[src/mk14_pkg.sv]
// Fixed constants for the loader: memory aliases above 4 KB and the display sits at 0x0D00
package mk14_pkg;

	// Memory map
	localparam int MEM_ADDR_BITS = 12;	// 4096 bytes, upper address bits are ignored
	localparam logic [15:0] SEG7_BASE_ADDR = 16'h0D00;	// Address of display digit 0
	localparam int SEG7_COUNT = 8;
	localparam int DIGIT_BITS = $clog2(SEG7_COUNT);

	// UART bit timing, shared with the serial driver of the testbench
	localparam int CLKS_PER_BIT = 8;
	localparam int BIT_CNT_BITS = $clog2(CLKS_PER_BIT);

	// Period of display refresh requests while the core runs
	localparam int REFRESH_CYCLES = 200;
	localparam int REFRESH_CNT_BITS = $clog2(REFRESH_CYCLES);

	// Parser error codes, held until the next record mark
	localparam logic [2:0] ERR_NONE = 3'd0;
	localparam logic [2:0] ERR_BAD_CHAR = 3'd1;
	localparam logic [2:0] ERR_CHECKSUM = 3'd2;
	localparam logic [2:0] ERR_REC_TYPE = 3'd3;

endpackage

[src/run_control.sv]
// Load, start and run sequencing; a refresh request is skipped when the previous scan is still busy
`timescale 1ns/1ps

module run_control import mk14_pkg::*; (
	input  logic clk,
	input  logic soft_reset,
	input  logic i_hex_complete,
	input  logic i_halt,
	input  logic i_scan_idle,
	output logic o_rx_wait,
	output logic o_core_en,
	output logic o_scan_start
);

	typedef enum logic [1:0] {
		S_LOAD, S_START, S_RUN
	} state_t;

	state_t state;
	logic [REFRESH_CNT_BITS-1:0] refresh_cnt;

	assign o_rx_wait = (state == S_LOAD);
	assign o_core_en = (state == S_RUN);

	always_ff @(posedge clk) begin
		o_scan_start <= 1'b0;
		if (soft_reset)
			state <= S_LOAD;
		else begin
			case (state)
			S_LOAD: begin
				if (i_hex_complete)
					state <= S_START;
			end
			S_START: begin
				refresh_cnt <= REFRESH_CNT_BITS'(REFRESH_CYCLES - 1);
				state <= S_RUN;
			end
			S_RUN: begin
				if (i_halt)
					state <= S_LOAD;	// Stands in for the keypad reset
				else if (refresh_cnt == '0) begin
					refresh_cnt <= REFRESH_CNT_BITS'(REFRESH_CYCLES - 1);
					o_scan_start <= i_scan_idle;
				end
				else
					refresh_cnt <= refresh_cnt - 1'b1;
			end
			default:
				state <= S_LOAD;
			endcase
		end
	end

	// The write port has no owner for one cycle when it passes from the loader to the core
	a_bus_handoff: assert property (@(posedge clk) disable iff (soft_reset)
		o_rx_wait && i_hex_complete |=> !o_rx_wait && !o_core_en ##1 o_core_en);

	// A request issued in the last running cycle before a halt would land in loading
	a_scan_in_run: assert property (@(posedge clk) disable iff (soft_reset)
		o_scan_start |-> o_core_en);

endmodule

[config.mk]
export PLATFORM = sky130hd
export DESIGN_NAME = run_control
export DESIGN_NICKNAME = d
export VERILOG_FILES = /design/src/mk14_pkg.sv /design/src/run_control.sv
export SDC_FILE = /design/constraint.sdc
export NUM_CORES = 1
export LEC_CHECK = 0
export BUFFER_PORTS_ARGS = -buffer_cell sky130_fd_sc_hd__buf_2
export CAP_MARGIN = 5
export CORE_AREA = 2 2 39 41
export DETAILED_ROUTE_END_ITERATION = 7
export DIE_AREA = 0 0 41 43
export PLACE_DENSITY = 0.7
export SETUP_SLACK_MARGIN = 0.3
export SLEW_MARGIN = 20
export SYNTH_ARGS = -nofsm -noshare
export SYNTH_HDL_FRONTEND = slang
export SYNTH_SLANG_ARGS = --single-unit
[constraint.sdc]
create_clock -name clk -period 2.1 [get_ports clk]
set_input_delay 0.315 -clock clk [delete_from_list [all_inputs] [get_ports clk]]
set_output_delay 0.315 -clock clk [all_outputs]
set_load 0.02 [all_outputs]
==> results.toml <==
[layout]
fill_cells = 119
drive_gt1_share_pct = 21.1
antenna_cells = 0
syn_to_final_growth_pct = 14.5
final_cell_count_no_fill = 92
final_nets = 88

[cts]
cts_made_buffers = 3
ctsHtreeMaxLevel = 1
post_cts_buffers = 0
clock_sinks = 11
clk_pin_slew_worst_paths_ns = 0.07
clkLatencyLatePin_ns = 0.26
cts.path.max_buffers = 2
cts-root-buf = "clkbuf_4"
cts_tree = "yes"

[placed_design]
dp.final_hpwl_um = 967
io_buffers = 7
gp_congestion = 0.704
dp.cells = 88

[setup_path]
cp_data_arrival_time_ns = 1.70
r2r_end = "refresh_cnt[3]$_SDFFCE_PP0P_"
cp.required_ns = 2.12
r2r_cells = 3
critPathLaunchType = "flop"
r2r_slack_ns = 0.41
setup.worst_path.end = "refresh_cnt[3]$_SDFFCE_PP0P_"
critical_path.startpoint = "refresh_cnt[3]$_SDFFCE_PP0P_"
path_class = "reg -> reg"
end_kind = "flop"
r2r-start = "refresh_cnt[3]$_SDFFCE_PP0P_"
cp_max_fo = 6

[power]
power_frac_seq_pct = 50.9
netSwitchingFraction_pct = 29.7
vdd_drop_max_mv = 0.422
cellLeakagePower_nw = 0.280
power_density_mw_per_mm2 = 701
switchingPower_mw = 0.159
pwr-share-comb_pct = 21.7
p_int_mw = 0.375
pwr-share-clk_pct = 27.4

[drt]
drt_first_pass_iters = 4
vias = 501
finalWirelength_um = 1230
final_antenna_net_count = 0
via_per_inst = 5.45
wl_per_cell_um = 13.3
drt_iter0_drc = 5
drc = 0

[sta]
skew_ns = 0.00167
setup_viol = 0
drv_slew = 0
hold_viol_final = 0
tightest_slew_ns = 0.371
rsz0062_at_grt = "no"
slew_headroom_pct = 75.1
timing.setup.tns_ns = 0
period_share_pct = 80.4
max_freq_mhz = 592
fin_crit_ns = 1.69

[synthesis]
synth_most_common_cell = "edfxtp_1"
synth_area_leaders = "edfxtp_1, ha_1, dfxtp_1, xnor2_1, inv_1"
synth_common_cells = "edfxtp_1, ha_1, inv_1"
syn_avg_cell_area_sq_um = 10.4
yosysUniqueCellTypes = 27
synth.top_cell.area_share_pct = 36.1
synth_area_sq_um = 666
syn_inst = 64
synth_top_area_cell = "edfxtp_1"
synth_nets = 75
synth_ff_type = "edfxtp_1"
synth-seq-cells = 11
ys_warn_count = 0
async_reset_ff_share_pct = 0
seq_area_frac_synth_pct = 45.1
synth-edff-count = 8

[global_route]
grt_antenna_before_repair = 0
grt_util_all_layers_pct = 17.6
overflow = 0
grt_pass1_wl_um = 2040
first_global_vias = 513
grt_max_degree = 10

[floorplan]
die_h_um = 43
initial_core_util_pct = 48.1
die_w_um = 41
row_count = 14
core_sq_mm = 0.00138
ios = 8
die-area_sq_mm = 0.00176

[hold_path]
min_from = "soft_reset"
min_path_type = "in -> reg"

[job]
drv_cap = 0

[outcome]
outcome = "completed"
[critical path, stage by stage, from the launching register on]
cell	delay [ns]
edfxtp_1	0.49
or4_4	0.60
o21ai_0	0.26
nor2_1	0.08
[repair_timing]
item / 4_1_cts / 5_1_grt
setup endpoints to repair: 0 / 3
hold buffers: 0 / 0
gates resized for setup: 0 / 2
[layer usage]
metal	track usage, %	vias up	routed length [um]
met2	27.5	2	596
met3	3.14	2	28
li1	-	257	-
met4	12.0	0	18
met5	0	-	0
met1	20.4	240	583
[power groups by stage]
stage          clock (mW)  combinational [mW]  sequential, mW
2_1_floorplan           0              0.0831           0.273
3_5_place_dp            0               0.115           0.277
6_report            0.146               0.116           0.272
4_1_cts             0.154               0.116           0.272
3_3_place_gp            0               0.114           0.275
5_1_grt             0.166               0.131           0.274
[state kept, by name, summed over array words and instances, names as in the netlist]
signal,flops
o_scan_start,1
refresh_cnt,8
state,2
[how the worst min path moves through the flow]
stage                                  to  slack [ns]  depth (start not counted)
finish              state[1]$_SDFFE_PP0P_        0.26                          2
global route        state[1]$_SDFFE_PP0P_        0.26                          2
CTS                 state[1]$_SDFFE_PP0P_        0.25                          2
detailed placement  state[1]$_SDFFE_PP0P_        0.49                          2
global placement    state[0]$_SDFFE_PP0P_        0.49                          2
floorplan           state[0]$_SDFFE_PP0P_        0.38                          1
[cell usage in the layout, fill, tap and decap left out, types with 2 or more instances in the layout]
| master | n |
|---|---|
| o21ai_0 | 4 |
| dfxtp_1 | 3 |
| nand2_1 | 3 |
| inv_1 | 5 |
| nor3b_1 | 2 |
| a21oi_1 | 2 |
| a21boi_0 | 2 |
| ha_1 | 6 |
| xnor2_1 | 3 |
| clkbuf_4 | 3 |
| nor2b_1 | 3 |
| nand3_1 | 2 |
| edfxtp_1 | 8 |
| nor3_1 | 2 |
| buf_2 | 7 |
| nand2b_1 | 2 |
| nor2_1 | 4 |
[layout make-up]
type	count	area, sq um	share of cell area, %
Multi-Input combinational cell	47	350	46.0
Sequential cell	11	300	39.4
Timing Repair Buffer	8	42.5	5.58
Clock buffer	4	26.3	3.45
Inverter	6	22.5	2.96
Tap cell	16	20.0	2.63
[per-stage QoR]
stage	worst slack, ns	hold slack, ns	instance area (sq um)	power, mW	util (%)
finish	0.411	0.257	762	0.534	55.1
global route	0.329	0.258	762	0.570	55.1
detailed placement	0.299	0.495	733	0.392	53.0
CTS	0.304	0.247	759	0.541	54.9
global placement	0.344	0.488	733	0.389	53.0
floorplan	0.369	0.384	671	0.356	-
[cell families after synthesis]
logic type / synth area share (%)
simple gates: 22.0
compound gates: 14.3
flops: 45.1
buf+inv: 3.38
fa+ha+maj: 11.3
xor+xnor: 3.95
(Power assumes the default switching activity.)
