`src/mk14_pkg.sv`:
```
// Fixed constants for the loader: memory aliases above 4 KB and the display sits at 0x0D00
package mk14_pkg;

	// Memory map
	localparam int MEM_ADDR_BITS = 12;	// 4096 bytes, upper address bits are ignored
	localparam logic [15:0] SEG7_BASE_ADDR = 16'h0D00;	// Address of display digit 0
	localparam int SEG7_COUNT = 8;
	localparam int DIGIT_BITS = $clog2(SEG7_COUNT);

	// UART bit timing, shared with the serial driver of the testbench
	localparam int CLKS_PER_BIT = 8;
	localparam int BIT_CNT_BITS = $clog2(CLKS_PER_BIT);

	// Period of display refresh requests while the core runs
	localparam int REFRESH_CYCLES = 200;
	localparam int REFRESH_CNT_BITS = $clog2(REFRESH_CYCLES);

	// Parser error codes, held until the next record mark
	localparam logic [2:0] ERR_NONE = 3'd0;
	localparam logic [2:0] ERR_BAD_CHAR = 3'd1;
	localparam logic [2:0] ERR_CHECKSUM = 3'd2;
	localparam logic [2:0] ERR_REC_TYPE = 3'd3;

endpackage

```
`src/seg7_refresh.sv`:
```
// Reads SEG7_COUNT display bytes from SEG7_BASE_ADDR; a start while busy is ignored
`timescale 1ns/1ps

module seg7_refresh import mk14_pkg::*; (
	input  logic clk,
	input  logic soft_reset,
	input  logic i_start,
	input  logic [7:0] i_mem_data,
	output logic [15:0] o_mem_addr,
	output logic o_idle,
	output logic o_digit_valid,
	output logic [2:0] o_digit_index,
	output logic [7:0] o_digit_data
);

	logic busy;	// Address phase of a scan
	logic [DIGIT_BITS-1:0] digit_cnt;

	assign o_mem_addr = SEG7_BASE_ADDR + 16'(digit_cnt);
	assign o_digit_data = i_mem_data;	// Memory read latency matches the delayed valid
	assign o_idle = !busy && !o_digit_valid;

	always_ff @(posedge clk) begin
		if (soft_reset) begin
			busy <= 1'b0;
			digit_cnt <= '0;
			o_digit_valid <= 1'b0;
		end
		else begin
			o_digit_valid <= busy;
			o_digit_index <= 3'(digit_cnt);
			if (!busy) begin
				if (i_start && o_idle) begin
					busy <= 1'b1;
					digit_cnt <= '0;
				end
			end
			else begin
				digit_cnt <= digit_cnt + 1'b1;
				if (digit_cnt == DIGIT_BITS'(SEG7_COUNT - 1))
					busy <= 1'b0;
			end
		end
	end

	// Digits come out as one unbroken burst
	a_digit_order: assert property (@(posedge clk) disable iff (soft_reset)
		o_digit_valid && o_digit_index != 3'(SEG7_COUNT - 1) |=>
			o_digit_valid && o_digit_index == $past(o_digit_index) + 3'd1);

endmodule

```
`config.mk`:
```
export PLATFORM = sky130hd
export DESIGN_NAME = seg7_refresh
export DESIGN_NICKNAME = d
export VERILOG_FILES = /design/src/mk14_pkg.sv /design/src/seg7_refresh.sv
export SDC_FILE = /design/constraint.sdc
export NUM_CORES = 1
export LEC_CHECK = 0
export BUFFER_PORTS_ARGS = -buffer_cell sky130_fd_sc_hd__buf_2
export CORE_AREA = 2 2 40 42
export DETAILED_ROUTE_END_ITERATION = 12
export DIE_AREA = 0 0 42 44
export PLACE_DENSITY = 0.82
export SETUP_SLACK_MARGIN = 0.2
export SLEW_MARGIN = 20
export SYNTH_ARGS = -nofsm -noshare
export SYNTH_HDL_FRONTEND = slang
export SYNTH_SLANG_ARGS = --single-unit
```
`constraint.sdc`:
```
create_clock -name clk -period 1.4 [get_ports clk]
set_clock_uncertainty 0.2 [all_clocks]
set_input_delay 0.07 -clock clk [delete_from_list [all_inputs] [get_ports clk]]
set_output_delay 0.07 -clock clk [all_outputs]
set_load 0.02 [all_outputs]
```
==> flow_summary.yaml, run 1 <==
outcome:
  outcome: "completed"
timing:
  min_period_ns: 1.24
  fmax_mhz: 807
  hold_viol: 0
  setup_tns_ns: 0
  drv_slew: 0
  setup_viol: 0
  hold_ws_ns: 0.317
  finalCritPeriodShare_pct: 88.6
  rsz0062_at_grt: "yes"
drt:
  drt_iter0_markers: 1
  vias: 320
  routedWlPerCell_um: 10.3
  vias_per_cell: 4.00
  drc_errors: 0
  antenna_left: 0
  firstDrtPassIters: 2
  totalWireLength_um: 823
critical_path:
  cpMaxStageDelayCell: "dfxtp_4"
  start_kind: "flip-flop"
  crit_type: "reg -> reg"
  path_cells: "ha_4 -> ha_4 -> mux2_4 -> nor2_2"
  crit_arrival_ns: 1.23
  cp_max_fo: 2
  cp.required_ns: 1.39
  end_kind: "flip-flop"
  crit_path_max_incr_delay_ns: 0.35
  crit_top_cell: "ha_4"
cells_and_area:
  nNetsFinal: 78
  syn_to_final_growth_pct: 27.3
  drive_above_1_share_pct: 35.9
  fill_cells: 139
  diodes: 0
clock_network:
  clock_latency_ns: 0.26
  cts-root-buf: "clkbuf_4"
  cts.clk_slew.worst_paths_ns: 0.06
  clockBufferDepth: 2
  cts_tree: "built"
  clock-sinks: 8
  cts_htree_levels: 1
  numCtsBuffers: 3
synth:
  ys_warn_count: 0
  ys_seq_elements: 8
  synth_compound_area_share_pct: 3.13
  syn_inst: 48
  syn_area_um2: 480
  yosysUniqueCellTypes: 15
  synth_fa_ha_area_share_pct: 5.21
  yosysSeqAreaShare_pct: 39.6
  synthSimpleGateAreaFrac_pct: 13.8
  synth_mux_area_share_pct: 3.13
  synth_top_family_by_area: "buffers and inverters"
  synth-xor-area-share_pct: 0
  synth_area_per_cell_um2: 10.0
placed_design:
  gp_congestion: 0.706
  portBuffers: 10
  dp_hpwl_um: 507
grt:
  grt_pass1_wl_um: 1210
  gr-usage-all-layers_pct: 9.34
  grt-ovfl-total: 0
  antenna_found_initial: 0
  grt_max_degree: 10
  grt_pass1_vias: 306
pwr:
  powerDensity_nw_per_um2: 967
  p_leak_nw: 0.280
  ir_drop_mv: 0.233
floorplan:
  pin_count: 40
  dieHeight_um: 44
  rows: 14
  core_um2: 1420
  die_w_um: 42
  die-area_um2: 1850
  initial_core_util_pct: 33.9
flow_run:
  drv_cap: 0
worst_hold_path:
  min_path_type: "reg -> reg"
report_power, final:
part           total [mW]  switching [mW]  internal (mW)  leakage (nW)
Sequential          0.263          0.0108          0.253        0.0736
Clock               0.191          0.0814          0.109        0.0150
Combinational       0.137          0.0871         0.0504         0.192
Total               0.592           0.179          0.412         0.280
critical path: cells and delay by family (launching register included):
family,cells,cell delay [ns]
flops,1,0.35
fa+ha+maj,2,0.30
mux,1,0.25
simple gates,1,0.07
placed cells by master, fill, tap and decap left out, drive strengths merged:
cell / instances
a21oi: 3
buf: 12
clkbuf: 4
conb: 13
dfxtp: 5
dlygate4sd3: 10
edfxtp: 3
ha: 2
inv: 1
mux2: 1
nand2: 2
nand2b: 2
nand3b: 3
nor2: 2
nor2b: 1
flip-flops by register name, indices dropped and copies added, names as in the netlist:
register       flops
digit_cnt          3
busy               1
o_digit_index      3
o_digit_valid      1
synth_stat cells:
cell type	instances	area share, %
nand2b_4	1	2.9
conb_1	2	1.6
nor2_2	1	1.3
nand2b_1	1	1.3
edfxtp_1	3	19
mux2_4	1	3.1
nand2_1	2	1.6
nor2b_1	1	1.3
nor2_1	1	0.78
a21oi_1	3	3.1
dfxtp_1	5	21
buf_4	21	33
inv_1	1	0.78
nand3b_1	3	4.7
ha_1	2	5.2
what timing repair did:
action                                  4_1_cts  5_1_grt
pin swaps                                     1        1
endpoints found under the hold margin        15        0
buffers inserted                              2        0
endpoints found under the setup margin        3        4
resized for setup                             1        2
hold buffers                                 10        0
through the flow:
step                cell area, µm²  util, %  cells  worst slack [ns]  power, mW
floorplan                      542        -     59             0.153      0.398
global placement               454     32.0     64             0.167      0.357
detailed placement             454     32.0     64             0.155      0.360
CTS                            608     42.9     80             0.149      0.599
global route                   612     43.1     80             0.118      0.624
finish                         612     43.1     80             0.160      0.592
worst paths after layout:
| path | start | end | slack [ns] | depth (start not counted) |
|---|---|---|---|---|
| setup / recovery | digit_cnt[1] | busy | 0.16 | 4 |
| hold / removal | busy | digit_cnt[1] | 0.32 | 2 |
| setup reg to reg | digit_cnt[1] | busy | 0.16 | 4 |
| hold reg to reg | busy | digit_cnt[1] | 0.32 | 2 |
cell type report:
cell class	count	area, µm²	area share, %
flip-flops and latches	8	199	32.5
well taps	16	20.0	3.27
repair buffers	22	168	27.4
inverters	1	3.75	0.613
clock buffers	4	26.3	4.29
multi-input cells	29	195	31.9
kinds of logic (layout without fill, tap and decap cells):
| group | Yosys count | in the layout |
|---|---|---|
| AO/OA/AOI/OAI | 3 | 3 |
| AND/OR/NAND/NOR | 10 | 10 |
| buffers and inverters | 22 | 27 |
| other | 2 | 13 |
| flip-flops | 8 | 8 |
| adder cells (fa/ha/maj) | 2 | 2 |
| multiplexers | 1 | 1 |
per-layer routing:
| metal | track usage (%) | wire length [µm] | part of all wire (%) |
|---|---|---|---|
| met4 | 9.68 | 12 | 1.5 |
| met3 | 2.92 | 91 | 11 |
| met2 | 18.1 | 455 | 55 |
| met1 | 6.84 | 264 | 32 |
| met5 | 0 | 0 | 0 |
(Power assumes the default switching activity.)
==> run 2, diff against run 1 <==
--- a/config.mk
+++ b/config.mk
@@ -10,6 +10,7 @@
 export DETAILED_ROUTE_END_ITERATION = 12
 export DIE_AREA = 0 0 42 44
 export PLACE_DENSITY = 0.82
+export RECOVER_POWER = 100
 export SETUP_SLACK_MARGIN = 0.2
 export SLEW_MARGIN = 20
 export SYNTH_ARGS = -nofsm -noshare
==> run 2 against run 1 <==
Against the previous run:
- clock-buffer cell count is the same
- setup slack lost 0.047 ns
- final cell count is the same
==> flow_summary.yaml, run 2 (synthesized netlist as in run 1, its figures left out) <==
outcome:
  outcome: "completed"
grt:
  grt_pass1_vias: 306
  grt_pass1_wl_um: 1210
  antenna_found_initial: 0
  grt_max_degree: 10
  gr-usage-all-layers_pct: 9.34
  grt-ovfl-total: 0
pwr:
  ir_drop_mv: 0.235
  powerDensity_nw_per_um2: 1050
  p_leak_nw: 0.252
drt:
  vias: 327
  drt_iter0_markers: 0
  drc_errors: 0
  firstDrtPassIters: 1
  vias_per_cell: 4.09
  antenna_left: 0
  totalWireLength_um: 826
  routedWlPerCell_um: 10.3
critical_path:
  cp.required_ns: 1.40
  start_kind: "flip-flop"
  cp_max_fo: 2
  crit_arrival_ns: 1.28
  end_kind: "flip-flop"
  crit_type: "reg -> reg"
worst_hold_path:
  min_path_type: "reg -> reg"
cells_and_area:
  syn_to_final_growth_pct: 17.2
  final_common_cell: "conb_1"
  fill_cells: 151
  top_regs: "digit_cnt (3), o_digit_index (3)"
  nNetsFinal: 78
  layout_common_cells: "conb_1 (13), clkbuf_1 (10), dlygate4sd3_1 (10)"
  drive_above_1_share_pct: 15.6
  finalCoreUtilization_pct: 39.7
  diodes: 0
timing:
  drv_slew: 0
  hold_viol: 0
  setup_tns_ns: 0
  setup_viol: 0
  rsz0062_at_grt: "yes"
  min_period_ns: 1.29
  fmax_mhz: 777
  finalCritPeriodShare_pct: 91.9
  fin_ws_ns: 0.113
placed_design:
  pre_cts_ws_ns: 0.155
  gp_congestion: 0.706
  portBuffers: 10
  dp_hpwl_um: 507
flow_run:
  drv_cap: 0
clock_network:
  clock_latency_ns: 0.26
  cts.clk_slew.worst_paths_ns: 0.06
  cts_tree: "built"
  cts_htree_levels: 1
  cts-root-buf: "clkbuf_4"
  clockBufferDepth: 2
  clock-sinks: 8
  numCtsBuffers: 3
floorplan:
  initial_core_util_pct: 33.9
  rows: 14
  pin_count: 40
  core_um2: 1420
  dieHeight_um: 44
  die-area_um2: 1850
  die_w_um: 42
==> run 2: changes by cell type in the layout (fill, tap and decap cells not counted), moves of 2 or more <==
| cell | change |
|---|---|
| buf_2 | -8 |
| dfxtp_1 | +2 |
| buf_4 | -2 |
| ha_4 | -2 |
| clkbuf_1 | +9 |
| ha_1 | +2 |
| dfxtp_4 | -2 |
==> run 2: layer usage <==
metal	global-route usage, %	up-vias	share of wire [%]
li1	-	151	-
met1	6.84	144	31
met5	0	-	0
met4	9.68	0	3.8
met3	2.92	4	12
met2	18.1	28	52
==> run 2: report_power, final <==
| group | internal (mW) | switching, mW |
|---|---|---|
| clock network | 0.109 | 0.0856 |
| logic | 0.0432 | 0.0869 |
| registers | 0.254 | 0.00949 |
| total | 0.407 | 0.182 |
==> run 2: path summary, 6_finish.rpt <==
kind           startpoint  slack, ns  cells past startpoint                to
max          digit_cnt[1]       0.11                      4              busy
min          digit_cnt[2]       0.31                      0  o_digit_index[2]
max reg2reg  digit_cnt[1]       0.11                      4              busy
min reg2reg  digit_cnt[2]       0.31                      0  o_digit_index[2]
==> run 2: metrics by stage <==
stage,power (mW),hold WS [ns],cell area [µm²],instances
floorplan,0.398,-0.0706,542,59
global placement,0.357,-0.0599,454,64
detailed placement,0.360,-0.0599,454,64
CTS,0.599,0.338,608,80
global route,0.617,0.309,563,80
finish,0.589,0.310,563,80
==> run 2: layout make-up <==
class	count	area, µm²	area share (%)
inverter	1	3.75	0.667
sequential	8	191	34.0
tap	16	20.0	3.56
clock buffer	4	26.3	4.67
multi-input combinational	29	170	30.2
timing repair buffer	22	151	26.9
==> run 2: critical path, stage by stage, from the launching register on <==
cell and delay [ns]:
dfxtp_1 0.31, ha_1 0.20, ha_1 0.18, mux2_4 0.26
nor2_2 0.07
==> run 2: repair_timing <==
| item | CTS | global route |
|---|---|---|
| gates resized for setup | 1 | 2 |
| gates cloned | 0 | 0 |
| buffers inserted | 2 | 0 |
| pin swaps | 1 | 1 |
| hold endpoints to repair | 15 | 0 |
| setup endpoints to repair | 3 | 4 |
| hold buffers | 10 | 0 |
==> run 3, diff against run 2 <==
--- a/config.mk
+++ b/config.mk
@@ -5,11 +5,12 @@
 export SDC_FILE = /design/constraint.sdc
 export NUM_CORES = 1
 export LEC_CHECK = 0
+export ABC_AREA = 1
 export BUFFER_PORTS_ARGS = -buffer_cell sky130_fd_sc_hd__buf_2
 export CORE_AREA = 2 2 40 42
 export DETAILED_ROUTE_END_ITERATION = 12
 export DIE_AREA = 0 0 42 44
-export PLACE_DENSITY = 0.82
+export PLACE_DENSITY = 0.83
 export RECOVER_POWER = 100
 export SETUP_SLACK_MARGIN = 0.2
 export SLEW_MARGIN = 20
==> run 3 against run 2 <==
Against the previous run:
- critical path depth is 1 higher
- sequential cell count unchanged
- via count up 5.2%
- sequential share of layout area fell by 1.1 points
- final cell count increased by 3.8%
- design area up 3.3%
- utilization grew 1.3 points
- worst hold slack got worse by 0.020 ns
- highest routed layer unchanged
- clock-buffer cell count is the same
==> flow_summary.yaml, run 3 <==
timing:
  rsz0062_at_grt: "yes"
  hold_viol: 0
  min_period_ns: 1.22
  finalCritPeriodShare_pct: 87.2
  hold_ws_ns: 0.290
  setup_viol: 0
  drv_slew: 0
  fmax_mhz: 819
  setup_tns_ns: 0
  fin_ws_ns: 0.180
placed_design:
  dpl.cell_count: 67
  dpl_cell_area_um2: 458
  gp_congestion: 0.634
  dp_hpwl_um: 494
  pre_cts_ws_ns: 0.203
  portBuffers: 10
critical_path:
  crit_arrival_ns: 1.20
  cp_num_buf_inv: 1
  r2r_slack_ns: 0.18
  rr_worst_depth: 5
  cpMaxStageDelayCell: "dfxtp_1"
  cp.required_ns: 1.38
  crit_type: "reg -> reg"
  start_kind: "flip-flop"
  cp_max_fo: 4
  reg2reg_from: "digit_cnt[0]"
  critical_path.top_delay_family: "adder cells"
  end_kind: "flip-flop"
  path_cells: "ha_1 -> ha_4 -> inv_1 -> nand2_1 -> a21oi_1"
  r2r_end: "busy"
  crit_cells: 5
  crit_path_max_incr_delay_ns: 0.34
clock_network:
  numCtsBuffers: 3
  cts-root-buf: "clkbuf_4"
  clock_latency_ns: 0.26
  cts_htree_levels: 1
  cts.clk_slew.worst_paths_ns: 0.06
  clockBufferDepth: 2
  clock-sinks: 8
  cts_tree: "built"
grt:
  grt-ovfl-total: 0
  use_met2_pct: 19.1
  grtUsageMet3_pct: 4.17
  gr-usage-all-layers_pct: 10.2
  antenna_found_initial: 0
  busiest_layer: "met2"
  grt_max_degree: 7
  met1_usage_pct: 7.83
  grt_pass1_vias: 313
  grt_pass1_wl_um: 1280
synth:
  synth_top_area_share_pct: 32.4
  synth.most_common_cell: "buf_4"
  ys_warn_count: 0
  synth-async-reset-ratio_pct: 0
  yosys.area.top_type: "buf_4"
  ys_seq_elements: 8
  synthTopCellsByCount: "buf_4 (21), nand2_1 (6), dfxtp_1 (5)"
  syn_area_um2: 487
  ys.flop_type: "dfxtp_1"
  yosysUniqueCellTypes: 14
  synth_area_per_cell_um2: 9.54
  yosysSeqAreaShare_pct: 39.1
  synth_edf_count: 3
  syn_inst: 51
  synthTopCellsByArea: "buf_4 (32%), dfxtp_1 (21%), edfxtp_1 (19%), ha_1 (5.1%), nand2_1 (4.6%)"
pwr:
  ir_drop_mv: 0.332
  p_leak_nw: 0.260
  powerDensity_nw_per_um2: 1050
  total_power_uw: 608
worst_hold_path:
  min_path_type: "reg -> reg"
  hold-path-cell-count: 2
  holdCritStartpoint: "busy"
  holdPathEnd: "o_digit_valid"
cells_and_area:
  final_common_cell: "conb_1"
  fin_area_um2: 582
  drive_above_1_share_pct: 17.9
  nNetsFinal: 81
  syn_to_final_growth_pct: 19.5
  diodes: 0
  top_regs: "digit_cnt (3), o_digit_index (3)"
  layout_common_cells: "conb_1 (13), dlygate4sd3_1 (11), clkbuf_1 (8)"
  fill_cells: 149
  layout.cells.non_filler: 83
  finalCoreUtilization_pct: 41.0
drt:
  vias_per_cell: 4.14
  drt_iter0_markers: 1
  drc_errors: 0
  routedWlPerCell_um: 10.4
  totalWireLength_um: 867
  vias: 344
  firstDrtPassIters: 2
  antenna_left: 0
floorplan:
  die_w_um: 42
  core_um2: 1420
  pin_count: 40
  rows: 14
  die-area_um2: 1850
  dieHeight_um: 44
  initial_core_util_pct: 34.3
flow_run:
  drv_cap: 0
outcome:
  outcome: "completed"
## run 3: repair_timing
action	4_1_cts	5_1_grt
endpoints found under the hold margin	12	0
gates resized for setup	2	4
pin swaps	1	1
endpoints found under the setup margin	2	3
hold buffers	11	0
setup buffers	1	0
## run 3: worst max path at each step
| stage | startpoint | end | slack, ns |
|---|---|---|---|
| after floorplan | digit_cnt[0] | digit_cnt[2] | 0.21 |
| final | digit_cnt[0] | busy | 0.18 |
| after global routing | digit_cnt[0] | busy | 0.10 |
| after CTS | busy | o_idle | 0.21 |
| after global placement | digit_cnt[0] | digit_cnt[2] | 0.23 |
| after detailed placement | digit_cnt[0] | digit_cnt[2] | 0.20 |
## run 3: final cells by class
| cell class | instances | area (µm²) | area share (%) |
|---|---|---|---|
| flip-flops and latches | 8 | 191 | 32.9 |
| repair buffers | 22 | 165 | 28.4 |
| well taps | 16 | 20.0 | 3.44 |
| clock buffers | 4 | 26.3 | 4.52 |
| inverters | 4 | 15.0 | 2.58 |
| multi-input cells | 29 | 164 | 28.2 |
## run 3: worst register-to-register path, stage by stage (launching register included)
cell     delay (ns)
dfxtp_1        0.34
ha_1           0.24
ha_4           0.16
inv_1          0.05
nand2_1        0.05
a21oi_1        0.12
## run 3: per-layer routing
layer / vias up / share of wire, %
li1: 157 / -
met1: 164 / 32
met2: 19 / 56
met3: 4 / 8.5
met4: 0 / 3.0
met5: - / 0
## run 3: cell families (layout without fill, tap and decap cells)
group	after synthesis	in the layout	share of synthesized area, %
AOI/OAI and AO/OA	6	6	10.5
DFF	8	8	39.1
buffers and inverters	25	30	35.5
and+or+nand+nor	8	8	8.23
adders and majority gates	2	2	5.14
other	2	13	1.54
## run 3: power by group
| part | leakage, nW | internal, mW | switching (mW) |
|---|---|---|---|
| sequential | 0.0721 | 0.256 | 0.0117 |
| clock | 0.0150 | 0.110 | 0.0856 |
| combinational | 0.173 | 0.0495 | 0.0957 |
