<file path="src/mk14_pkg.sv">
// Fixed constants for the loader: memory aliases above 4 KB and the display sits at 0x0D00
package mk14_pkg;

	// Memory map
	localparam int MEM_ADDR_BITS = 12;	// 4096 bytes, upper address bits are ignored
	localparam logic [15:0] SEG7_BASE_ADDR = 16'h0D00;	// Address of display digit 0
	localparam int SEG7_COUNT = 8;
	localparam int DIGIT_BITS = $clog2(SEG7_COUNT);

	// UART bit timing, shared with the serial driver of the testbench
	localparam int CLKS_PER_BIT = 8;
	localparam int BIT_CNT_BITS = $clog2(CLKS_PER_BIT);

	// Period of display refresh requests while the core runs
	localparam int REFRESH_CYCLES = 200;
	localparam int REFRESH_CNT_BITS = $clog2(REFRESH_CYCLES);

	// Parser error codes, held until the next record mark
	localparam logic [2:0] ERR_NONE = 3'd0;
	localparam logic [2:0] ERR_BAD_CHAR = 3'd1;
	localparam logic [2:0] ERR_CHECKSUM = 3'd2;
	localparam logic [2:0] ERR_REC_TYPE = 3'd3;

endpackage

</file>
<file path="src/uart_rx.sv">
// 8N1 receiver at CLKS_PER_BIT clocks per bit, no parity, a byte with a low stop bit is dropped
`timescale 1ns/1ps

module uart_rx import mk14_pkg::*; (
	input  logic clk,
	input  logic soft_reset,
	input  logic i_rx,
	output logic [7:0] o_data,
	output logic o_data_valid
);

	typedef enum logic [1:0] {
		S_IDLE, S_START, S_DATA, S_STOP
	} state_t;

	state_t state;
	logic rx_meta;
	logic rx_s;
	logic [BIT_CNT_BITS-1:0] clk_cnt;
	logic [2:0] bit_cnt;

	always_ff @(posedge clk) begin
		o_data_valid <= 1'b0;
		if (soft_reset) begin
			state <= S_IDLE;
			rx_meta <= 1'b1;	// Line idles high
			rx_s <= 1'b1;
		end
		else begin
			rx_meta <= i_rx;
			rx_s <= rx_meta;
			case (state)
			S_IDLE: begin
				clk_cnt <= '0;
				if (!rx_s)
					state <= S_START;
			end
			S_START: begin
				// Recheck the start bit at its middle to reject glitches
				if (clk_cnt == BIT_CNT_BITS'(CLKS_PER_BIT / 2 - 1)) begin
					clk_cnt <= '0;
					bit_cnt <= '0;
					state <= rx_s ? S_IDLE : S_DATA;
				end
				else
					clk_cnt <= clk_cnt + 1'b1;
			end
			S_DATA: begin
				if (clk_cnt == BIT_CNT_BITS'(CLKS_PER_BIT - 1)) begin
					clk_cnt <= '0;
					o_data <= {rx_s, o_data[7:1]};	// LSB arrives first
					bit_cnt <= bit_cnt + 1'b1;
					if (bit_cnt == 3'd7)
						state <= S_STOP;
				end
				else
					clk_cnt <= clk_cnt + 1'b1;
			end
			S_STOP: begin
				if (clk_cnt == BIT_CNT_BITS'(CLKS_PER_BIT - 1)) begin
					state <= S_IDLE;
					o_data_valid <= rx_s;
				end
				else
					clk_cnt <= clk_cnt + 1'b1;
			end
			default:
				state <= S_IDLE;
			endcase
		end
	end

	a_single_strobe: assert property (@(posedge clk) disable iff (soft_reset)
		o_data_valid |=> !o_data_valid);

endmodule

</file>
<file path="config.mk">
export PLATFORM = sky130hd
export DESIGN_NAME = uart_rx
export DESIGN_NICKNAME = d
export VERILOG_FILES = /design/src/mk14_pkg.sv /design/src/uart_rx.sv
export SDC_FILE = /design/constraint.sdc
export NUM_CORES = 1
export LEC_CHECK = 0
export BUFFER_PORTS_ARGS = -buffer_cell sky130_fd_sc_hd__buf_2
export CELL_PAD_IN_SITES_DETAIL_PLACEMENT = 0
export CELL_PAD_IN_SITES_GLOBAL_PLACEMENT = 1
export CORE_MARGIN = 1.5
export CORE_UTILIZATION = 46
export DETAILED_ROUTE_END_ITERATION = 10
export GPL_ROUTABILITY_DRIVEN = 0
export GPL_TIMING_DRIVEN = 0
export PLACE_DENSITY_LB_ADDON = 0.1
export SYNTH_ARGS = -nofsm -noshare
export SYNTH_HDL_FRONTEND = slang
export SYNTH_SLANG_ARGS = --single-unit
</file>
<file path="constraint.sdc">
create_clock -name clk -period 3.16 [get_ports clk]
set_input_delay 0.632 -clock clk [delete_from_list [all_inputs] [get_ports clk]]
set_output_delay 0.632 -clock clk [all_outputs]
set_load 0.005 [all_outputs]
</file>
==> flow_metrics.tcl, run 1 <==
set metrics [dict create \
    start_kind "flop" \
    worst_slew_pin_slew_ps 849 \
    synth-simple-area-share_pct 16.2 \
    cpMostUsedCell "ha_1" \
    dieArea_mm2 0.00200 \
    ys_top_cells_by_area "edfxtp_1, dfxtp_1, ha_1" \
    synth_top_family_by_area "simple AND/OR/NAND/NOR gates" \
    dr.pass1.iters 7 \
    clkSlewWorstSetupHoldPaths_ps 110 \
    wirelength_mm 1.14 \
    synth_commonest_cells "edfxtp_1, nand2_1, ha_1, dfxtp_1" \
    seqCellArea_um2 520 \
    grt_antenna_before_repair 0 \
    multi_input_area_um2 263 \
    synth.most_common_cell "edfxtp_1" \
    viasPerCell 5.43 \
    cts_setup_buffers 0 \
    worstHoldPathType "reg2reg" \
    p_leak_nw 0.356 \
    num_rows 14 \
    cp_slowest_stage_delay_ps 750 \
    synth_cell_types 22 \
    drtAntennaViolNets 0 \
    yosysTopAreaCell "edfxtp_1" \
    slew_headroom_pct 43.2 \
    synth_top_area_share_pct 52.5 \
    drv_cap 0 \
    diodes 0 \
    power.density_mw_per_mm2 449 \
    cts_root_buffer "clkbuf_4" \
    critical_path_class "reg2reg" \
    clock_skew_ps 4.79 \
    fin_tns_setup_ps 0 \
    syn-num-nets 69 \
    ys_ff_latch 19 \
    cts_tree "built" \
    required_ps 3090 \
    postCtsResizedCells 0 \
    cp_cell_sequence "ha_1 -> ha_1 -> inv_1 -> nor4b_2" \
    violations "design-rule violations" \
    routedWlPerCell_um 12.5 \
    drcViolationCount 2 \
    async_flop_share_pct 0 \
    outcome "finished, violations left" \
    yosysSeqAreaShare_pct 65.0 \
    synth-edff-count 14 \
    area_growth_pct 13.6 \
    synth-main-ff-cell "edfxtp_1" \
    synth_fa_ha_area_share_pct 9.38 \
    synth_cells 60 \
    die_y_um 44.7 \
    path_max_fanout 8 \
    place_area_um2 882 \
    min_period_ps 1990 \
    nFillCells 125 \
    cp.arrival_ps 1920 \
    endpoint_kind "flop" \
    clockBufferDepth 2 \
    htreeDepth 1 \
    hold_viol_final 0 \
    initial_utilization_pct 51.4 \
    final_area_um2 910 \
    synth_xor_xnor_area_share_pct 0 \
    first_iter_violations 8 \
    cpMaxStageDelayCell "nor4b_2" \
    post-route-period-util_pct 63.1 \
    io_pins 12 \
    portBuffers 11 \
    track_usage_pct 14.0 \
    cts_made_buffers 3 \
    drive_above_1_share_pct 29.3 \
    peakVddDrop_mv 0.317 \
    synth_mux_area_share_pct 1.25 \
    num_vias 494 \
    grt_first_pass_wirelength_mm 1.94 \
    grt-ovfl-total 0 \
    avgSynthCellArea_um2 13.3 \
    dp_hpwl_um 799 \
    clkSinkCount 19 \
    grt_pass1_vias 452 \
    rsz0062_at_grt "no" \
    cts-hold-fix-buffers 0 \
    fmax_mhz 502 \
    grt_max_degree 12 \
    syn_area_um2 801 \
    timing.final.max_slew_violations 0 \
    ys.warnings.count 0 \
    layout.nets 85 \
    synth_compound_area_share_pct 5.16 \
    dieWidth_um 44.7 \
    core_area_mm2 0.00156 \
    clock_latency_ps 290 \
    setup_viol 0 \
]
-- flip-flops by register name, summed over array words and instances, names as in the netlist, named ones only --
register / flops
o_data: 8
o_data_valid: 1
bit_cnt: 3
clk_cnt: 3
rx_s: 1
state: 1
rx_meta: 1
-- layer usage --
layer  global-route usage (%)  up-vias  part of all wire, %  routed length (um)
met2                     20.9       10                   45                 513
met3                     2.40        2                  3.1                  35
met1                     17.9      235                   51                 580
li1                         -      247                    -                   -
met5                        0        -                    0                   0
met4                     10.9        0                 0.79                   9
-- placed cells by master (no fill, tap or decap), drive strengths merged --
master / Yosys / final
buf: 2 / 13
dfxtp: 5 / 5
and3b: 2 / 2
nor4b: 1 / 1
ha: 6 / 6
or2: 3 / 3
inv: 3 / 3
nor3b: 1 / 1
a311oi: 1 / 1
mux2i: 1 / 1
or3: 1 / 1
nor2: 1 / 1
o21ai: 1 / 1
nor2b: 3 / 3
a21oi: 3 / 3
nand2: 8 / 8
clkbuf: 0 / 3
o22ai: 1 / 1
nand2b: 1 / 1
a31oi: 1 / 1
clkinv: 0 / 1
edfxtp: 14 / 14
and4bb: 1 / 1
-- cells by family (layout without fill, tap and decap cells) --
logic type,Yosys count,count (layout)
compound gates,7,7
fa+ha+maj,6,6
buf+inv,5,20
flops,19,19
mux,1,1
simple gates,22,22
-- path summary, 6_finish.rpt --
| check | slack (ps) | from | cells after the start | endpoint |
|---|---|---|---|---|
| max | 1170 | clk_cnt[0] | 4 | o_data[4] |
| min | 430 | rx_meta | 1 | rx_s |
| max reg2reg | 1170 | clk_cnt[0] | 4 | o_data[4] |
| min reg2reg | 430 | rx_meta | 1 | rx_s |
-- final cells by class --
type / count / area share [%]
Clock buffer: 3 / 2.48
Tap cell: 16 / 2.20
Inverter: 3 / 1.24
Sequential cell: 19 / 57.2
Timing Repair Buffer: 11 / 6.05
Buffer: 2 / 1.38
Clock inverter: 1 / 0.550
Multi-Input combinational cell: 36 / 28.9
-- report_power, final --
group / switching, W / internal, W / total, W
Sequential: 0.00000246 / 0.000269 / 0.000271
Clock: 0.0000722 / 0.0000470 / 0.000119
Combinational: 0.00000926 / 0.00000833 / 0.0000176
-- critical path, delay by kind of cell (launching register included) --
family / cells / cell delay, ps
fa+ha+maj: 2 / 420
flops: 1 / 360
simple gates: 1 / 750
buf+inv: 1 / 90
-- per-stage QoR --
| step | power [W] | setup slack, ps | util, % | hold slack (ps) | cells |
|---|---|---|---|---|---|
| floorplan | 0.000289 | 1010 | - | 389 | 60 |
| global placement | 0.000294 | 661 | 56.2 | 399 | 87 |
| detailed placement | 0.000295 | 1170 | 56.6 | 407 | 87 |
| CTS | 0.000412 | 1150 | 58.3 | 432 | 91 |
| global route | 0.000427 | 997 | 58.3 | 448 | 91 |
| finish | 0.000408 | 1170 | 58.3 | 431 | 91 |
(Power assumes the default switching activity.)
==> inputs of run 2 (changes only) <==
CORE_UTILIZATION = 39   (was 46)
clock period = 1.8 ns   (was 3.16 ns; I/O delays follow)
==> run 2 against run 1 <==
The run now ends clean. Sequential power up 76%. Core utilization is 9.2 points lower. Routed wire length rose by 6.8%. Global-route usage down 2.4 points. Sequential cell count stayed put. Critical path depth up 1. Worst hold slack worse by 200 ps. Sequential share of layout area fell by 2.6 points. Clock power grew 79%. Via count rose by 0.81%. Largest power group unchanged. Power grew 77%. Critical endpoint is now o_data[2]. Critical path type unchanged.
==> flow_metrics.tcl, run 2 (synthesis results as in run 1) <==
set metrics [dict create \
    outcome "completed" \
    dieArea_mm2 0.00233 \
    grt_use_met2_pct 18.3 \
    drcViolationCount 0 \
    mostFrequentLayoutCell "edfxtp_1" \
    p_leak_nw 0.366 \
    clock_skew_ps 1.65 \
    io_pins 12 \
    cts_tree "built" \
    portBuffers 11 \
    grt_first_pass_wirelength_mm 2.06 \
    first_iter_violations 6 \
    setup_viol 0 \
    htreeDepth 1 \
    num_vias 498 \
    clockBufferDepth 2 \
    cp_slowest_stage_delay_ps 370 \
    die_y_um 48.3 \
    slew_headroom_pct 77.8 \
    grt_max_degree 12 \
    multi_input_area_um2 278 \
    clkSinkCount 19 \
    layout.nets 87 \
    cp.depth 5 \
    dp_hpwl_um 839 \
    cpLargestDelayFamily "adder cells" \
    rsz0062_at_grt "no" \
    core_area_mm2 0.00194 \
    min_period_ps 1690 \
    seqCellArea_um2 520 \
    required_ps 1820 \
    critical_path_class "reg2reg" \
    hold_viol_final 0 \
    path_max_fanout 7 \
    grt_antenna_before_repair 0 \
    peakVddDrop_mv 0.463 \
    routedWlPerCell_um 11.7 \
    dieWidth_um 48.3 \
    power.density_mw_per_mm2 758 \
    endpoint_kind "flop" \
    top_usage_layer "met2" \
    start_kind "flop" \
    track_usage_pct 11.5 \
    max_flop_register "o_data" \
    grt_pass1_vias 464 \
    met3_usage_pct 2.78 \
    grt-ovfl-total 0 \
    postLayoutCoreUtil_pct 49.1 \
    setup.worst_path.end "o_data[2]" \
    cp_cell_sequence "ha_1 -> ha_2 -> inv_1 -> nor4b_4 -> buf_4" \
    worstHoldPathType "in2reg" \
    drv_cap 0 \
    cp.arrival_ps 1710 \
    drive_above_1_share_pct 33.8 \
    final_area_um2 953 \
    clock_latency_ps 300 \
    dp.cells 98 \
    post-route-period-util_pct 93.9 \
    initial_utilization_pct 41.2 \
    cts-hold-fix-buffers 0 \
    cts_root_buffer "clkbuf_4" \
    crit_path_start "clk_cnt[0]" \
    cts_made_buffers 3 \
    wirelength_mm 1.22 \
    rrSetupSlack_ps 110 \
    reg_top3 "o_data x8, bit_cnt x3, clk_cnt x3" \
    clkSlewWorstSetupHoldPaths_ps 110 \
    viasPerCell 4.79 \
    area_growth_pct 19.1 \
    fin_cells 104 \
    nFillCells 186 \
    r2r_cells 5 \
    r2r-end "o_data[2]" \
    worst_slew_pin_slew_ps 332 \
    diodes 0 \
    final_cell_mix "edfxtp_1, buf_2, nand2_1" \
    cpMaxStageDelayCell "edfxtp_1" \
    place_area_um2 896 \
    reg2reg_from "clk_cnt[0]" \
    num_rows 16 \
    drtAntennaViolNets 0 \
    dr.pass1.iters 4 \
    crit_buf_inv 2 \
    fmax_mhz 592 \
    timing.final.max_slew_violations 0 \
    fin_tns_setup_ps 0 \
    largest_register_ff_count 8 \
    use_met1_pct 14.8 \
]
[run 2: cell types whose count changed in the layout (fill, tap and decap cells not counted), sizes merged]
cell	before	now
buf	13	15
[run 2: worst min-delay path by stage]
stage                 start       to  cells past startpoint
finish                 i_rx  rx_meta                      2
global route           i_rx  rx_meta                      2
CTS                    i_rx  rx_meta                      2
detailed placement  rx_meta     rx_s                      1
global placement    rx_meta     rx_s                      1
floorplan           rx_meta     rx_s                      1
[run 2: metal layers]
metal	wire (um)	share of wire (%)	vias to the layer above
met3	34	2.8	2
met4	8	0.66	0
met5	0	0	-
met1	598	49	237
li1	-	-	250
met2	573	47	9
[run 2: timing repair]
item	4_1_cts	5_1_grt
endpoints found under the setup margin	8	10
endpoints found under the hold margin	0	0
pin swaps	1	0
resized for setup	1	2
buffers inserted	2	0
[run 2: metrics by stage]
| stage | hold slack, ps | total power, W | setup WS [ps] |
|---|---|---|---|
| after floorplan | 389 | 0.000508 | 34.5 |
| after global placement | 394 | 0.000518 | -210 |
| after detailed placement | 404 | 0.000518 | -255 |
| after CTS | 229 | 0.000730 | 54.3 |
| after global routing | 237 | 0.000755 | 23.4 |
| final | 233 | 0.000723 | 110 |
[run 2: power breakdown]
part	internal [W]	switching (W)	leakage, nW	total [W]
sequential	0.000472	0.00000476	0.171	0.000477
clock	0.0000828	0.000130	0.0177	0.000213
combinational	0.0000149	0.0000175	0.177	0.0000324
[run 2: final cells by class]
cell class / count / area share (%)
Sequential cell: 19 / 54.6
Timing Repair Buffer: 13 / 7.35
Multi-Input combinational cell: 36 / 29.1
Inverter: 3 / 1.18
Tap cell: 27 / 3.54
Buffer: 2 / 1.31
Clock inverter: 1 / 0.525
Clock buffer: 3 / 2.36
==> inputs of run 3 (changes only) <==
CORE_UTILIZATION = 42   (was 39)
CTS_BUF_LIST = sky130_fd_sc_hd__clkbuf_4   (was unset)
==> run 3 against run 2 <==
Power decreased by 1.0%. Worst hold slack better by 14 ps. Final cell count fell by 1.9%. Non-clock buffer count is the same. Sequential share of layout area rose by 0.29 points. Critical path depth stayed put. Highest routed layer unchanged.
==> flow_metrics.tcl, run 3 (synthesis results as in run 1) <==
set metrics [dict create \
    outcome "completed" \
    fin_cells 102 \
    min_period_ps 1660 \
    rrSetupSlack_ps 140 \
    initial_utilization_pct 45.4 \
    viasPerCell 4.89 \
    io_pins 12 \
    largest_register_ff_count 8 \
    drv_cap 0 \
    fmax_mhz 601 \
    final_cell_mix "edfxtp_1, buf_2, nand2_1" \
    cts_made_buffers 3 \
    clkSlewWorstSetupHoldPaths_ps 100 \
    cp.arrival_ps 1680 \
    clkSinkCount 19 \
    crit_path_start "clk_cnt[0]" \
    cts_root_buffer "clkbuf_4" \
    timing.final.max_slew_violations 0 \
    r2r_cells 5 \
    dp.cells 96 \
    endpoint_kind "flop" \
    dieArea_mm2 0.00218 \
    track_usage_pct 13.6 \
    dieWidth_um 46.7 \
    grt_first_pass_wirelength_mm 2.07 \
    drtAntennaViolNets 0 \
    wirelength_mm 1.22 \
    portBuffers 11 \
    area_growth_pct 18.4 \
    multi_input_area_um2 275 \
    routedWlPerCell_um 11.9 \
    critical_path_class "reg2reg" \
    clock_latency_ps 290 \
    clockBufferDepth 2 \
    rsz0062_at_grt "no" \
    hold_viol_final 0 \
    setup.worst_path.end "o_data[1]" \
    post-route-period-util_pct 92.4 \
    first_iter_violations 1 \
    cpMaxStageDelayCell "edfxtp_1" \
    seqCellArea_um2 520 \
    grt-ovfl-total 0 \
    diodes 0 \
    timing.hold.ws_ps 248 \
    cp_slowest_stage_delay_ps 370 \
    num_vias 499 \
    dr.pass1.iters 2 \
    worstHoldPathType "in2reg" \
    htreeDepth 1 \
    max_flop_register "o_data" \
    grt_pass1_vias 482 \
    clock_skew_ps 0.295 \
    required_ps 1820 \
    nFillCells 182 \
    drive_above_1_share_pct 32.5 \
    p_total_w 0.000715 \
    core_area_mm2 0.00176 \
    r2r-end "o_data[1]" \
    dp_hpwl_um 885 \
    power.density_mw_per_mm2 754 \
    worst_slew_pin_slew_ps 344 \
    cts_tree "built" \
    reg_top3 "o_data x8, bit_cnt x3, clk_cnt x3" \
    p_leak_nw 0.368 \
    reg2reg_from "clk_cnt[0]" \
    path_max_fanout 5 \
    layout.nets 87 \
    cpMostUsedCell "ha_1" \
    drcViolationCount 0 \
    peakVddDrop_mv 0.401 \
    die_y_um 46.7 \
    postLayoutCoreUtil_pct 53.8 \
    slew_headroom_pct 77.0 \
    cts-hold-fix-buffers 0 \
    setup_viol 0 \
    cp_cell_sequence "ha_1 -> ha_1 -> inv_1 -> nor4b_4 -> buf_4" \
    start_kind "flop" \
    num_rows 15 \
    grt_antenna_before_repair 0 \
    grt_max_degree 12 \
    mostFrequentLayoutCell "edfxtp_1" \
]
run 3: timing repair:
| item | 4_1_cts | 5_1_grt |
|---|---|---|
| pin swaps | 1 | 0 |
| resized for setup | 1 | 1 |
| endpoints found under the setup margin | 8 | 3 |
| buffers inserted | 2 | 0 |
run 3: worst min path at each step:
stage / slack [ps] / to / cells after the start / from
after floorplan: 390 / rx_s / 1 / rx_meta
after global placement: 390 / rx_s / 1 / rx_meta
after detailed placement: 400 / rx_s / 1 / rx_meta
after CTS: 240 / rx_meta / 2 / i_rx
after global routing: 230 / rx_meta / 2 / i_rx
final: 250 / rx_meta / 2 / i_rx
run 3: layer usage:
layer | track usage, % | share of wire, % | vias to the layer above | routed length [um]
met5 | 0 | 0 | - | 0
met4 | 6.67 | 1.4 | 0 | 17
met3 | 2.75 | 3.5 | 4 | 43
met2 | 21.4 | 47 | 10 | 566
met1 | 17.6 | 48 | 236 | 590
li1 | - | - | 249 | -
run 3: metrics by stage:
stage                     worst slack [ps]  instance area, um^2  setup TNS (ps)
after CTS                             55.8                  945               0
after detailed placement              -218                  893           -1740
after global routing                  22.6                  948               0
after global placement                -194                  893           -1550
after floorplan                       34.5                  807               0
final                                  137                  948               0
run 3: worst max-delay path, delay by kind of cell, from the launching register on:
| kind | cells | cell delay [ps] |
|---|---|---|
| fa+ha+maj | 2 | 430 |
| buf+inv | 2 | 290 |
| flops | 1 | 370 |
| simple gates | 1 | 300 |
run 3: layout make-up:
cell class / count / area share [%]
flip-flops and latches: 19 / 54.9
clock buffers: 3 / 2.37
well taps: 25 / 3.30
clock inverters: 1 / 0.528
inverters: 3 / 1.19
repair buffers: 13 / 7.39
plain buffers: 2 / 1.32
multi-input cells: 36 / 29.0
run 3: report_power, final:
group | total [W] | internal [W] | switching (W) | leakage (nW)
logic | 0.0000324 | 0.0000147 | 0.0000177 | 0.179
registers | 0.000477 | 0.000472 | 0.00000449 | 0.171
clock network | 0.000206 | 0.0000826 | 0.000124 | 0.0177
total | 0.000715 | 0.000569 | 0.000146 | 0.368
